File: src/verilog/fpu_pkg.sv
package fpu_pkg;

    // FP32 field widths
    localparam int EXP_W  = 8;
    localparam int FRAC_W = 23;
    localparam int MANT_W = FRAC_W + 1;

    typedef logic [EXP_W+FRAC_W:0] fp32_t;
    typedef logic [EXP_W-1:0]      exp_t;
    // significand with the hidden bit in front
    typedef logic [MANT_W-1:0]     mant_t;
    typedef logic [6:0]            opcode_t;
    typedef logic [6:0]            funct7_t;

    // 111 marks anything that did not decode
    typedef enum logic [2:0] {
        FPU_MUL  = 3'b000,
        FPU_ADD  = 3'b001,
        FPU_SUB  = 3'b010,
        FPU_DIV  = 3'b011,
        FPU_NONE = 3'b111
    } fpu_op_e;

    typedef enum logic [1:0] {
        DIV_IDLE,
        DIV_ITERATE,
        DIV_ROUND
    } div_state_e;

    localparam opcode_t OPC_OP_FP = 7'b1010011;
    localparam funct7_t F7_FADD   = 7'b0000000;
    localparam funct7_t F7_FSUB   = 7'b0000100;
    localparam funct7_t F7_FMUL   = 7'b0001000;
    localparam funct7_t F7_FDIV   = 7'b0001100;

    localparam fp32_t FP_ONE   = 32'h3F800000;
    localparam int    EXP_BIAS = 127;
    // 24 result bits plus guard and round
    localparam int    DIV_ITER = 26;

endpackage
File: src/verilog/fpu_op_if.sv
interface fpu_op_if;
    import fpu_pkg::*;

    // request side
    logic  start;
    fp32_t a;
    fp32_t b;
    fp32_t c;

    // response, valid only while done is high
    logic  done;
    fp32_t result;
    logic  div_zero;

    modport issue (output start, a, b, c);
    modport unit (input start, a, b, c, output done, result, div_zero);
    modport monitor (input done, result, div_zero);

endinterface

File: src/verilog/fpu_32.sv
module fpu_32 (
    input  logic             clk,
    input  logic             rst,
    input  logic             start,
    input  fpu_pkg::opcode_t opcode,
    input  fpu_pkg::funct7_t funct7,
    input  fpu_pkg::fp32_t   a,
    input  fpu_pkg::fp32_t   b,
    output logic             busy,
    output logic             done,
    output fpu_pkg::fp32_t   result,
    output logic             div_zero,
    output logic             illegal
);
    import fpu_pkg::*;

    fpu_op_e op;
    logic    reject;

    fpu_op_if fma_if ();
    fpu_op_if div_if ();

    fp_op_decoder u_decoder (
        .opcode (opcode),
        .funct7 (funct7),
        .op     (op)
    );

    fpu_issue_ctrl u_issue (
        .clk      (clk),
        .rst      (rst),
        .start    (start),
        .op       (op),
        .a        (a),
        .b        (b),
        .busy     (busy),
        .fma      (fma_if.issue),
        .div      (div_if.issue),
        .reject   (reject),
        .div_done (div_if.done)
    );

    fma_fp32 u_fma (
        .clk  (clk),
        .rst  (rst),
        .port (fma_if.unit)
    );

    srt_div_fp32 u_div (
        .clk  (clk),
        .rst  (rst),
        .port (div_if.unit)
    );

    fpu_result_sel u_result (
        .clk      (clk),
        .rst      (rst),
        .fma      (fma_if.monitor),
        .div      (div_if.monitor),
        .reject   (reject),
        .done     (done),
        .result   (result),
        .div_zero (div_zero),
        .illegal  (illegal)
    );

endmodule

File: src/verilog/fpu_result_sel.sv
module fpu_result_sel (
    input  logic           clk,
    input  logic           rst,
    fpu_op_if.monitor      fma,
    fpu_op_if.monitor      div,
    input  logic           reject,
    output logic           done,
    output fpu_pkg::fp32_t result,
    output logic           div_zero,
    output logic           illegal
);

    always_ff @(posedge clk) begin
        if (!rst) begin
            done     <= 1'b0;
            div_zero <= 1'b0;
            illegal  <= 1'b0;
        end else begin
            done     <= fma.done | div.done | reject;
            div_zero <= div.done & div.div_zero;
            // a unit result takes the slot over a reject
            illegal  <= reject & ~fma.done & ~div.done;
        end
    end

    always_ff @(posedge clk) begin
        if (fma.done) begin
            result <= fma.result;
        end else if (div.done) begin
            result <= div.result;
        end else begin
            result <= '0;
        end
    end

    // busy blocks FMA issue for the whole divide
    a_one_source: assert property (
        @(posedge clk) disable iff (!rst) !(fma.done && div.done)
    );

endmodule

File: src/verilog/srt_div_fp32.sv
module srt_div_fp32 (
    input logic     clk,
    input logic     rst,
    fpu_op_if.unit  port
);
    import fpu_pkg::*;

    div_state_e          state;
    logic [4:0]          cnt;
    exp_t                ea;
    exp_t                eb;
    mant_t               ma;
    mant_t               mb;

    logic                sign;
    logic signed [9:0]   exp_diff;
    logic                a_zero;
    logic                b_zero;
    // remainder and divisor scaled by 2^25
    logic signed [27:0]  rem;
    logic signed [27:0]  dvs;
    logic [DIV_ITER-1:0] qp;
    logic [DIV_ITER-1:0] qn;

    logic signed [27:0]  rem2;
    logic signed [3:0]   top;
    logic                q_pos;
    logic                q_neg;
    logic signed [27:0]  rem_next;

    logic [DIV_ITER-1:0] quo;
    logic signed [27:0]  rem_fix;
    logic                rem_nz;
    logic [23:0]         mant;
    logic                guard;
    logic                sticky;
    logic                round_up;
    logic [24:0]         rounded;
    logic [22:0]         frac;
    logic signed [9:0]   exp_r;
    fp32_t               res;

    always_comb begin
        ea = port.a[FRAC_W+EXP_W-1:FRAC_W];
        eb = port.b[FRAC_W+EXP_W-1:FRAC_W];
        ma = (ea == '0) ? '0 : {1'b1, port.a[FRAC_W-1:0]};
        mb = (eb == '0) ? '0 : {1'b1, port.b[FRAC_W-1:0]};
    end

    // digit from the top four bits of 2r
    always_comb begin
        rem2  = rem <<< 1;
        top   = rem2[27:24];
        q_pos = (top >= 4'sd1);
        q_neg = (top <= -4'sd2);
        if (q_pos) begin
            rem_next = rem2 - dvs;
        end else if (q_neg) begin
            rem_next = rem2 + dvs;
        end else begin
            rem_next = rem2;
        end
    end

    always_comb begin
        // negative remainder means the quotient is one ulp high
        quo = qp - qn;
        if (rem < 0) begin
            quo = quo - 1'b1;
        end
        rem_fix = rem[27] ? (rem + dvs) : rem;
        rem_nz  = (rem_fix != '0);

        if (quo[DIV_ITER-1]) begin
            mant   = quo[DIV_ITER-1:2];
            guard  = quo[1];
            sticky = quo[0] | rem_nz;
            exp_r  = exp_diff;
        end else begin
            mant   = quo[DIV_ITER-2:1];
            guard  = quo[0];
            sticky = rem_nz;
            exp_r  = exp_diff - 10'sd1;
        end

        round_up = guard & (sticky | mant[0]);
        rounded  = {1'b0, mant} + 25'(round_up);
        if (rounded[24]) begin
            exp_r = exp_r + 10'sd1;
            frac  = rounded[23:1];
        end else begin
            frac  = rounded[22:0];
        end

        if (b_zero) begin
            res = '0;
        end else if (a_zero) begin
            res = {sign, 31'b0};
        end else if (exp_r >= 10'sd255) begin
            res = {sign, 8'hFF, 23'b0};
        end else if (exp_r <= 10'sd0) begin
            res = {sign, 31'b0};
        end else begin
            res = {sign, exp_r[7:0], frac};
        end
    end

    always_ff @(posedge clk) begin
        if (!rst) begin
            state         <= DIV_IDLE;
            cnt           <= '0;
            port.done     <= 1'b0;
            port.div_zero <= 1'b0;
        end else begin
            port.done <= 1'b0;
            case (state)
                DIV_IDLE: begin
                    if (port.start) begin
                        state <= DIV_ITERATE;
                        cnt   <= '0;
                    end
                end
                DIV_ITERATE: begin
                    cnt <= cnt + 5'd1;
                    if (cnt == 5'(DIV_ITER - 1)) begin
                        state <= DIV_ROUND;
                    end
                end
                DIV_ROUND: begin
                    port.done     <= 1'b1;
                    port.div_zero <= b_zero;
                    state         <= DIV_IDLE;
                end
                default: state <= DIV_IDLE;
            endcase
        end
    end

    always_ff @(posedge clk) begin
        case (state)
            DIV_IDLE: begin
                if (port.start) begin
                    sign     <= port.a[31] ^ port.b[31];
                    exp_diff <= 10'(ea) - 10'(eb) + 10'(EXP_BIAS);
                    a_zero   <= (ea == '0);
                    b_zero   <= (eb == '0);
                    // r0 = ma/4 and d = mb/2 keep |r| below d
                    rem      <= 28'(ma);
                    dvs      <= 28'({mb, 1'b0});
                    qp       <= '0;
                    qn       <= '0;
                end
            end
            DIV_ITERATE: begin
                rem <= rem_next;
                qp  <= {qp[DIV_ITER-2:0], q_pos};
                qn  <= {qn[DIV_ITER-2:0], q_neg};
            end
            DIV_ROUND: begin
                port.result <= res;
            end
            default: begin
                rem <= rem;
            end
        endcase
    end

    a_start_when_idle: assert property (
        @(posedge clk) disable iff (!rst) port.start |-> state == DIV_IDLE
    );

endmodule

File: src/verilog/fma_fp32.sv
module fma_fp32 (
    input logic     clk,
    input logic     rst,
    fpu_op_if.unit  port
);
    import fpu_pkg::*;

    // stage 1 unpack and align
    logic               sa;
    logic               sb;
    logic               sc;
    exp_t               ea;
    exp_t               eb;
    exp_t               ec;
    mant_t              ma;
    mant_t              mb;
    mant_t              mc;
    logic [47:0]        prod;
    logic signed [9:0]  pe;
    logic signed [9:0]  ce;
    logic signed [9:0]  ed;
    logic               prod_zero;
    logic               add_zero;
    logic               swap;
    logic [50:0]        prod_sig;
    logic [50:0]        add_sig;
    logic [50:0]        big_sig;
    logic [50:0]        small_sig;
    logic signed [9:0]  big_exp;
    logic [6:0]         sh;
    logic [114:0]       shifted;

    logic               s1_valid;
    logic [50:0]        s1_big;
    logic [50:0]        s1_small;
    logic signed [9:0]  s1_exp;
    logic               s1_sign_big;
    logic               s1_sign_small;

    // stage 2 add, normalise, round
    logic               s1_sub;
    logic [51:0]        diff;
    logic [51:0]        mag;
    logic               sum_sign;
    logic [5:0]         lz;
    logic [51:0]        norm;
    logic               guard;
    logic               sticky;
    logic               round_up;
    logic [24:0]        rounded;
    logic [22:0]        frac;
    logic signed [9:0]  exp_n;
    fp32_t              res;

    logic               s2_valid;
    fp32_t              s2_result;

    function automatic logic [5:0] lead_zeros(input logic [51:0] v);
        logic [5:0] n;
        n = 6'd52;
        // highest set bit wins
        for (int i = 0; i < 52; i++) begin
            if (v[i]) begin
                n = 6'(51 - i);
            end
        end
        return n;
    endfunction

    always_comb begin
        sa = port.a[31];
        sb = port.b[31];
        sc = port.c[31];
        ea = port.a[FRAC_W+EXP_W-1:FRAC_W];
        eb = port.b[FRAC_W+EXP_W-1:FRAC_W];
        ec = port.c[FRAC_W+EXP_W-1:FRAC_W];
        // subnormals flush to zero
        ma = (ea == '0) ? '0 : {1'b1, port.a[FRAC_W-1:0]};
        mb = (eb == '0) ? '0 : {1'b1, port.b[FRAC_W-1:0]};
        mc = (ec == '0) ? '0 : {1'b1, port.c[FRAC_W-1:0]};

        prod      = ma * mb;
        prod_zero = (ma == '0) || (mb == '0);
        add_zero  = (mc == '0);
        pe        = 10'(ea) + 10'(eb) - 10'(EXP_BIAS);
        ce        = 10'(ec);

        // binary point sits below bit 49 for both operands
        prod_sig = {prod, 3'b000};
        add_sig  = {1'b0, mc, 26'b0};

        swap = prod_zero || (!add_zero && (ce > pe));
        if (swap) begin
            big_sig   = add_sig;
            small_sig = prod_sig;
            big_exp   = ce;
            ed        = ce - pe;
        end else begin
            big_sig   = prod_sig;
            small_sig = add_sig;
            big_exp   = pe;
            ed        = pe - ce;
        end

        if (ed < 10'sd0) begin
            sh = 7'd0;
        end else if (ed > 10'sd63) begin
            sh = 7'd63;
        end else begin
            sh = ed[6:0];
        end
        // bits shifted past the frame end up in the low half
        shifted = {small_sig, 64'b0} >> sh;
    end

    always_ff @(posedge clk) begin
        if (!rst) begin
            s1_valid <= 1'b0;
            s2_valid <= 1'b0;
        end else begin
            s1_valid <= port.start;
            s2_valid <= s1_valid;
        end
    end

    always_ff @(posedge clk) begin
        s1_big        <= big_sig;
        s1_small      <= shifted[114:64] | {50'b0, |shifted[63:0]};
        s1_exp        <= big_exp;
        s1_sign_big   <= swap ? sc : (sa ^ sb);
        s1_sign_small <= swap ? (sa ^ sb) : sc;
        s2_result     <= res;
    end

    always_comb begin
        s1_sub = s1_sign_big ^ s1_sign_small;
        diff   = {1'b0, s1_big} - {1'b0, s1_small};
        if (!s1_sub) begin
            mag      = {1'b0, s1_big} + {1'b0, s1_small};
            sum_sign = s1_sign_big;
        end else if (diff[51]) begin
            mag      = -diff;
            sum_sign = s1_sign_small;
        end else begin
            mag      = diff;
            sum_sign = s1_sign_big;
        end

        lz    = lead_zeros(mag);
        norm  = mag << lz;
        exp_n = s1_exp + 10'sd2 - $signed({4'b0000, lz});

        // one RNE rounding on the full sum
        guard    = norm[27];
        sticky   = |norm[26:0];
        round_up = guard & (sticky | norm[28]);
        rounded  = {1'b0, norm[51:28]} + 25'(round_up);
        if (rounded[24]) begin
            exp_n = exp_n + 10'sd1;
            frac  = rounded[23:1];
        end else begin
            frac  = rounded[22:0];
        end

        if (mag == '0) begin
            // exact zero is -0 only when both inputs were -0
            res = {s1_sign_big & s1_sign_small, 31'b0};
        end else if (exp_n >= 10'sd255) begin
            res = {sum_sign, 8'hFF, 23'b0};
        end else if (exp_n <= 10'sd0) begin
            res = {sum_sign, 31'b0};
        end else begin
            res = {sum_sign, exp_n[7:0], frac};
        end
    end

    assign port.done     = s2_valid;
    assign port.result   = s2_result;
    assign port.div_zero = 1'b0;

    a_fixed_latency: assert property (
        @(posedge clk) disable iff (!rst) port.done |-> $past(port.start, 2)
    );

endmodule

File: src/verilog/fpu_issue_ctrl.sv
module fpu_issue_ctrl (
    input  logic             clk,
    input  logic             rst,
    input  logic             start,
    input  fpu_pkg::fpu_op_e op,
    input  fpu_pkg::fp32_t   a,
    input  fpu_pkg::fp32_t   b,
    output logic             busy,
    fpu_op_if.issue          fma,
    fpu_op_if.issue          div,
    output logic             reject,
    input  logic             div_done
);
    import fpu_pkg::*;

    logic accept;
    logic is_fma;

    // a request that arrives during a divide is dropped
    assign accept = start && !busy;
    assign is_fma = (op == FPU_MUL) || (op == FPU_ADD) || (op == FPU_SUB);

    // divider has no addend
    assign div.c = '0;

    always_ff @(posedge clk) begin
        if (!rst) begin
            fma.start <= 1'b0;
            div.start <= 1'b0;
            reject    <= 1'b0;
            busy      <= 1'b0;
        end else begin
            fma.start <= accept && is_fma;
            div.start <= accept && (op == FPU_DIV);
            reject    <= accept && (op == FPU_NONE);
            if (accept && (op == FPU_DIV)) begin
                busy <= 1'b1;
            end else if (div_done) begin
                busy <= 1'b0;
            end
        end
    end

    // all three ops share a*b+c
    always_ff @(posedge clk) begin
        if (accept && is_fma) begin
            fma.a <= a;
            case (op)
                FPU_MUL: begin
                    fma.b <= b;
                    fma.c <= '0;
                end
                FPU_ADD: begin
                    fma.b <= FP_ONE;
                    fma.c <= b;
                end
                default: begin
                    fma.b <= FP_ONE;
                    fma.c <= {~b[31], b[30:0]};
                end
            endcase
        end
        if (accept && (op == FPU_DIV)) begin
            div.a <= a;
            div.b <= b;
        end
    end

    a_no_start_when_busy: assert property (
        @(posedge clk) disable iff (!rst) start |-> !busy
    );

endmodule

File: src/verilog/fp_op_decoder.sv
module fp_op_decoder (
    input  fpu_pkg::opcode_t opcode,
    input  fpu_pkg::funct7_t funct7,
    output fpu_pkg::fpu_op_e op
);
    import fpu_pkg::*;

    always_comb begin
        op = FPU_NONE;
        if (opcode == OPC_OP_FP) begin
            case (funct7)
                F7_FADD: op = FPU_ADD;
                F7_FSUB: op = FPU_SUB;
                F7_FMUL: op = FPU_MUL;
                F7_FDIV: op = FPU_DIV;
                default: op = FPU_NONE;
            endcase
        end
    end

endmodule

File: config.mk
export PLATFORM = sky130hd
export DESIGN_NAME = fpu_32
export DESIGN_NICKNAME = d
export VERILOG_FILES = /design/src/verilog/fpu_pkg.sv /design/src/verilog/fpu_op_if.sv /design/src/verilog/fpu_32.sv /design/src/verilog/fpu_result_sel.sv /design/src/verilog/srt_div_fp32.sv /design/src/verilog/fma_fp32.sv /design/src/verilog/fpu_issue_ctrl.sv /design/src/verilog/fp_op_decoder.sv
export SDC_FILE = /design/constraint.sdc
export NUM_CORES = 2
export LEC_CHECK = 0
export BUFFER_PORTS_ARGS = -buffer_cell sky130_fd_sc_hd__buf_2
export CORE_MARGIN = 8
export CORE_UTILIZATION = 35
export DETAILED_ROUTE_END_ITERATION = 16
export PLACE_DENSITY = 0.52
export SLEW_MARGIN = 30
export SYNTH_ARGS = -nofsm -noshare
export SYNTH_HDL_FRONTEND = slang
export SYNTH_SLANG_ARGS = --single-unit
File: constraint.sdc
create_clock -name clk -period 12.9 [get_ports clk]
set_input_delay 0.645 -clock clk [delete_from_list [all_inputs] [get_ports clk]]
set_output_delay 0.645 -clock clk [all_outputs]
set_load 0.05 [all_outputs]
==> flow_summary.yaml <==
critical_path:
  reg2reg_to: "u_fma.s1_small[0]"
  critPathKind: "register to register"
  slowest_delay_ps: 560
  worst_setup_path_end_kind: "register"
  cp-start-kind: "register"
  worst_path_most_repeated_cell: "fa_1"
  required_ps: 13430
  crit_slowest_cell: "or4_1"
  cp_max_fo: 43
  crit_family: "compound AO/OA/AOI/OAI gates"
  path_buf_inv: 6
  cp_data_arrival_time_ps: 12710
  r2r-start: "u_issue.fma.a[30]"
  reg2reg_setup_slack_ps: 720
  reg2regPathDepth: 39
final_layout:
  drive_gt1_share_pct: 7.66
  fin_nets: 8310
  multi_input_area_um2: 44800
  fin_util_pct: 38.0
  final_cell_mix: "inv_1, nand2_1, nor2_1"
  area.growth.synth_to_final_pct: 8.35
  final-seq-area_um2: 13100
  nFillCells: 18200
  layout_commonest_cell: "inv_1"
clock_tree:
  cts_root_buf: "clkbuf_16"
  cts-root-to-sink-buffers: 3
  cts_buffers: 58
  clk_pin_slew_worst_paths_ps: 60
  clock-sinks: 502
  cts_hold_buf: 0
  clock_latency_ps: 690
  cts_tree: "built"
  h-tree-depth: 2
synth:
  synth_cell_types: 124
  ys_seq_area_share_pct: 21.1
  syn_area_um2: 62400
  synth-edff-count: 309
  ys.flop_type: "edfxtp_1"
  synth_async_sr_flop_share_pct: 0
  syn_nets: 8405
  synth_cells: 7399
  syn_area_per_cell_um2: 8.44
  ys_ff_latch: 502
  synth.yosys.warnings: 0
  synth.top_cell.area_share_pct: 15.8
  synth_top_area_cell: "fa_1"
  synth.area.top_cells: "fa_1, edfxtp_1, ha_1"
timing:
  period_share_pct: 94.4
  fmax_mhz: 82.1
  finalSetupViolations: 0
  hold_violations: 0
  rsz0062_at_grt: "no"
  worst_pin_slew_ps: 1070
  final.setup_skew_ps: 29.3
  tns_ps: 0
  fin_crit_ps: 12180
  slew_viol_final: 0
  maxSlewHeadroom_pct: 28.5
grt:
  grt_max_degree: 78
  grt_antenna_before_repair: 10
  grt_first_pass_wirelength_um: 336000
  grt_pass1_vias: 54100
  grt_usage_pct: 22.1
  overflow: 0
pwr:
  vdd_drop_max_mv: 0.105
  internal_power_mw: 2.90
  swShare_pct: 29.2
  power.density_nw_per_um2: 60.5
  combinationalPowerShare_pct: 16.4
  switching_power_mw: 1.20
  leakagePower_nw: 29.4
  p_seq_share_pct: 41.8
  clkPwrFrac_pct: 41.9
floorplan:
  dieArea_um2: 192000
  dieWidth_um: 438
  initial_core_util_pct: 35.1
  die_y_um: 438
  num_io_pins: 117
  num_rows: 155
  core_area_um2: 178000
hold_path:
  whs_path_depth: 1
  hold_start: "a[12]"
  hold_path_end: "u_issue.fma.a[12]"
  hold_class: "primary input to register"
outcome:
  outcome: "finished clean"
place:
  routabilityCongestion: 0.945
  place.port_buffers: 116
  place_hpwl_um: 175000
routing:
  drtPass1Iterations: 6
  wl_per_cell_um: 22.9
  wirelength_um: 222000
  ant_nets: 0
  route.detailed.drc: 0
  vias: 55400
  drt-initial-drc-count: 5017
  viasPerCell: 5.71
run:
  max_cap_viol_count: 0
-- metrics by stage --
step / hold slack, ps / cell area [µm²] / total power, mW / instances / worst slack (ps)
after global placement: 419 / 65500 / 2.40 / 9594 / 779
after CTS: 117 / 67500 / 4.13 / 9704 / 511
final: 172 / 67600 / 4.09 / 9708 / 724
after detailed placement: 418 / 65500 / 2.40 / 9596 / 532
after global routing: 126 / 67600 / 4.26 / 9707 / 75.5
after floorplan: 401 / 62400 / 2.19 / 7399 / 2630
-- logic make-up after synthesis --
kind of cell | share of synthesized area (%)
compound gates | 18.9
xor+xnor | 4.00
fa+ha+maj | 24.5
buf+inv | 7.56
flops | 21.1
mux | 3.66
simple gates | 20.4
-- worst max-delay path by stage --
stage	from	endpoint	slack, ps	depth (start not counted)
floorplan	u_issue.fma.a[26]	u_fma.s1_small[0]	2630	37
global placement	u_issue.fma.a[29]	u_fma.s1_small[0]	780	38
detailed placement	u_issue.fma.a[29]	u_fma.s1_small[0]	530	38
CTS	u_issue.fma.a[30]	u_fma.s1_small[0]	510	38
global route	u_issue.fma.a[30]	u_fma.s1_small[0]	80	38
finish	u_issue.fma.a[30]	u_fma.s1_small[0]	720	39
-- worst reg2reg max path, delay by kind of cell, from the launching register on --
family / cells / cell delay (ps)
compound gates: 14 / 4060
fa+ha+maj: 8 / 3600
buf+inv: 6 / 890
flops: 1 / 390
simple gates: 11 / 3100
-- state kept, by name, summed over array words and instances (netlist names), 2 cells and up --
signal and count:
u_div.state 2, u_div.dvs 24, u_div.cnt 5, u_div.qp 26
u_issue.div.b 32, u_div.port.result 32, u_result.result 32, u_div.exp_diff 10
u_issue.fma.b 32, u_issue.fma.a 32, u_fma.port.result 32, u_fma.s1_big 48
u_div.rem 28, u_issue.fma.c 32, u_div.qn 26, u_fma.s1_small 51
u_fma.s1_exp 10, u_issue.div.a 32
-- power by group through the flow --
stage / Clock [mW] / Combinational, mW / Sequential (mW)
global placement: 0 / 0.650 / 1.74
global route: 1.82 / 0.723 / 1.71
floorplan: 0 / 0.445 / 1.74
CTS: 1.76 / 0.656 / 1.71
finish: 1.71 / 0.670 / 1.71
detailed placement: 0 / 0.652 / 1.75
-- cell type report --
class                   instances  share of cell area, %
well taps                    2355                   4.36
multi-input cells            5673                   66.2
clock buffers                  76                   2.41
repair buffers                259                   2.53
flip-flops and latches        502                   19.4
inverters                     810                   4.51
diodes                          1                0.00370
clock inverters                32                  0.518
-- cell usage after synthesis (24+ instances only) --
master and n:
a2111oi_0 34, a211oi_1 89, a21o_1 82, a21oi_1 374, a221o_1 24, a22o_1 40, a22oi_1 46, a311oi_1 24
a31oi_1 66, and2_1 161, and3_1 307, buf_1 38, buf_2 39, clkbuf_1 326, dfxtp_1 193, edfxtp_1 309
fa_1 492, ha_1 433, inv_1 804, mux2_2 50, mux2i_1 165, nand2_1 699, nand2b_1 58, nand3_1 224
nand4_1 51, nor2_1 504, nor2b_1 46, nor3_1 176, nor3b_1 29, nor4_1 66, o2111ai_1 27, o211ai_1 77
o21a_1 61, o21ai_0 292, o21ai_1 30, o21bai_1 76, o221ai_1 27, o22ai_1 44, o31ai_1 45, or2_2 34
or3_1 53, xnor2_1 198, xor2_1 85
-- metal layers --
metal	vias up	share of wire, %	track usage (%)
met3	375	6.0	2.73
li1	25900	-	-
met4	0	3.6	7.06
met2	1902	45	35.2
met5	-	0	0
met1	27200	46	31.1
-- what timing repair did --
item | CTS | global route
setup endpoints to repair | 0 | 1
gates resized for setup | 0 | 8
setup buffers | 0 | 0
No activity file was read; power rests on OpenSTA's default activity.
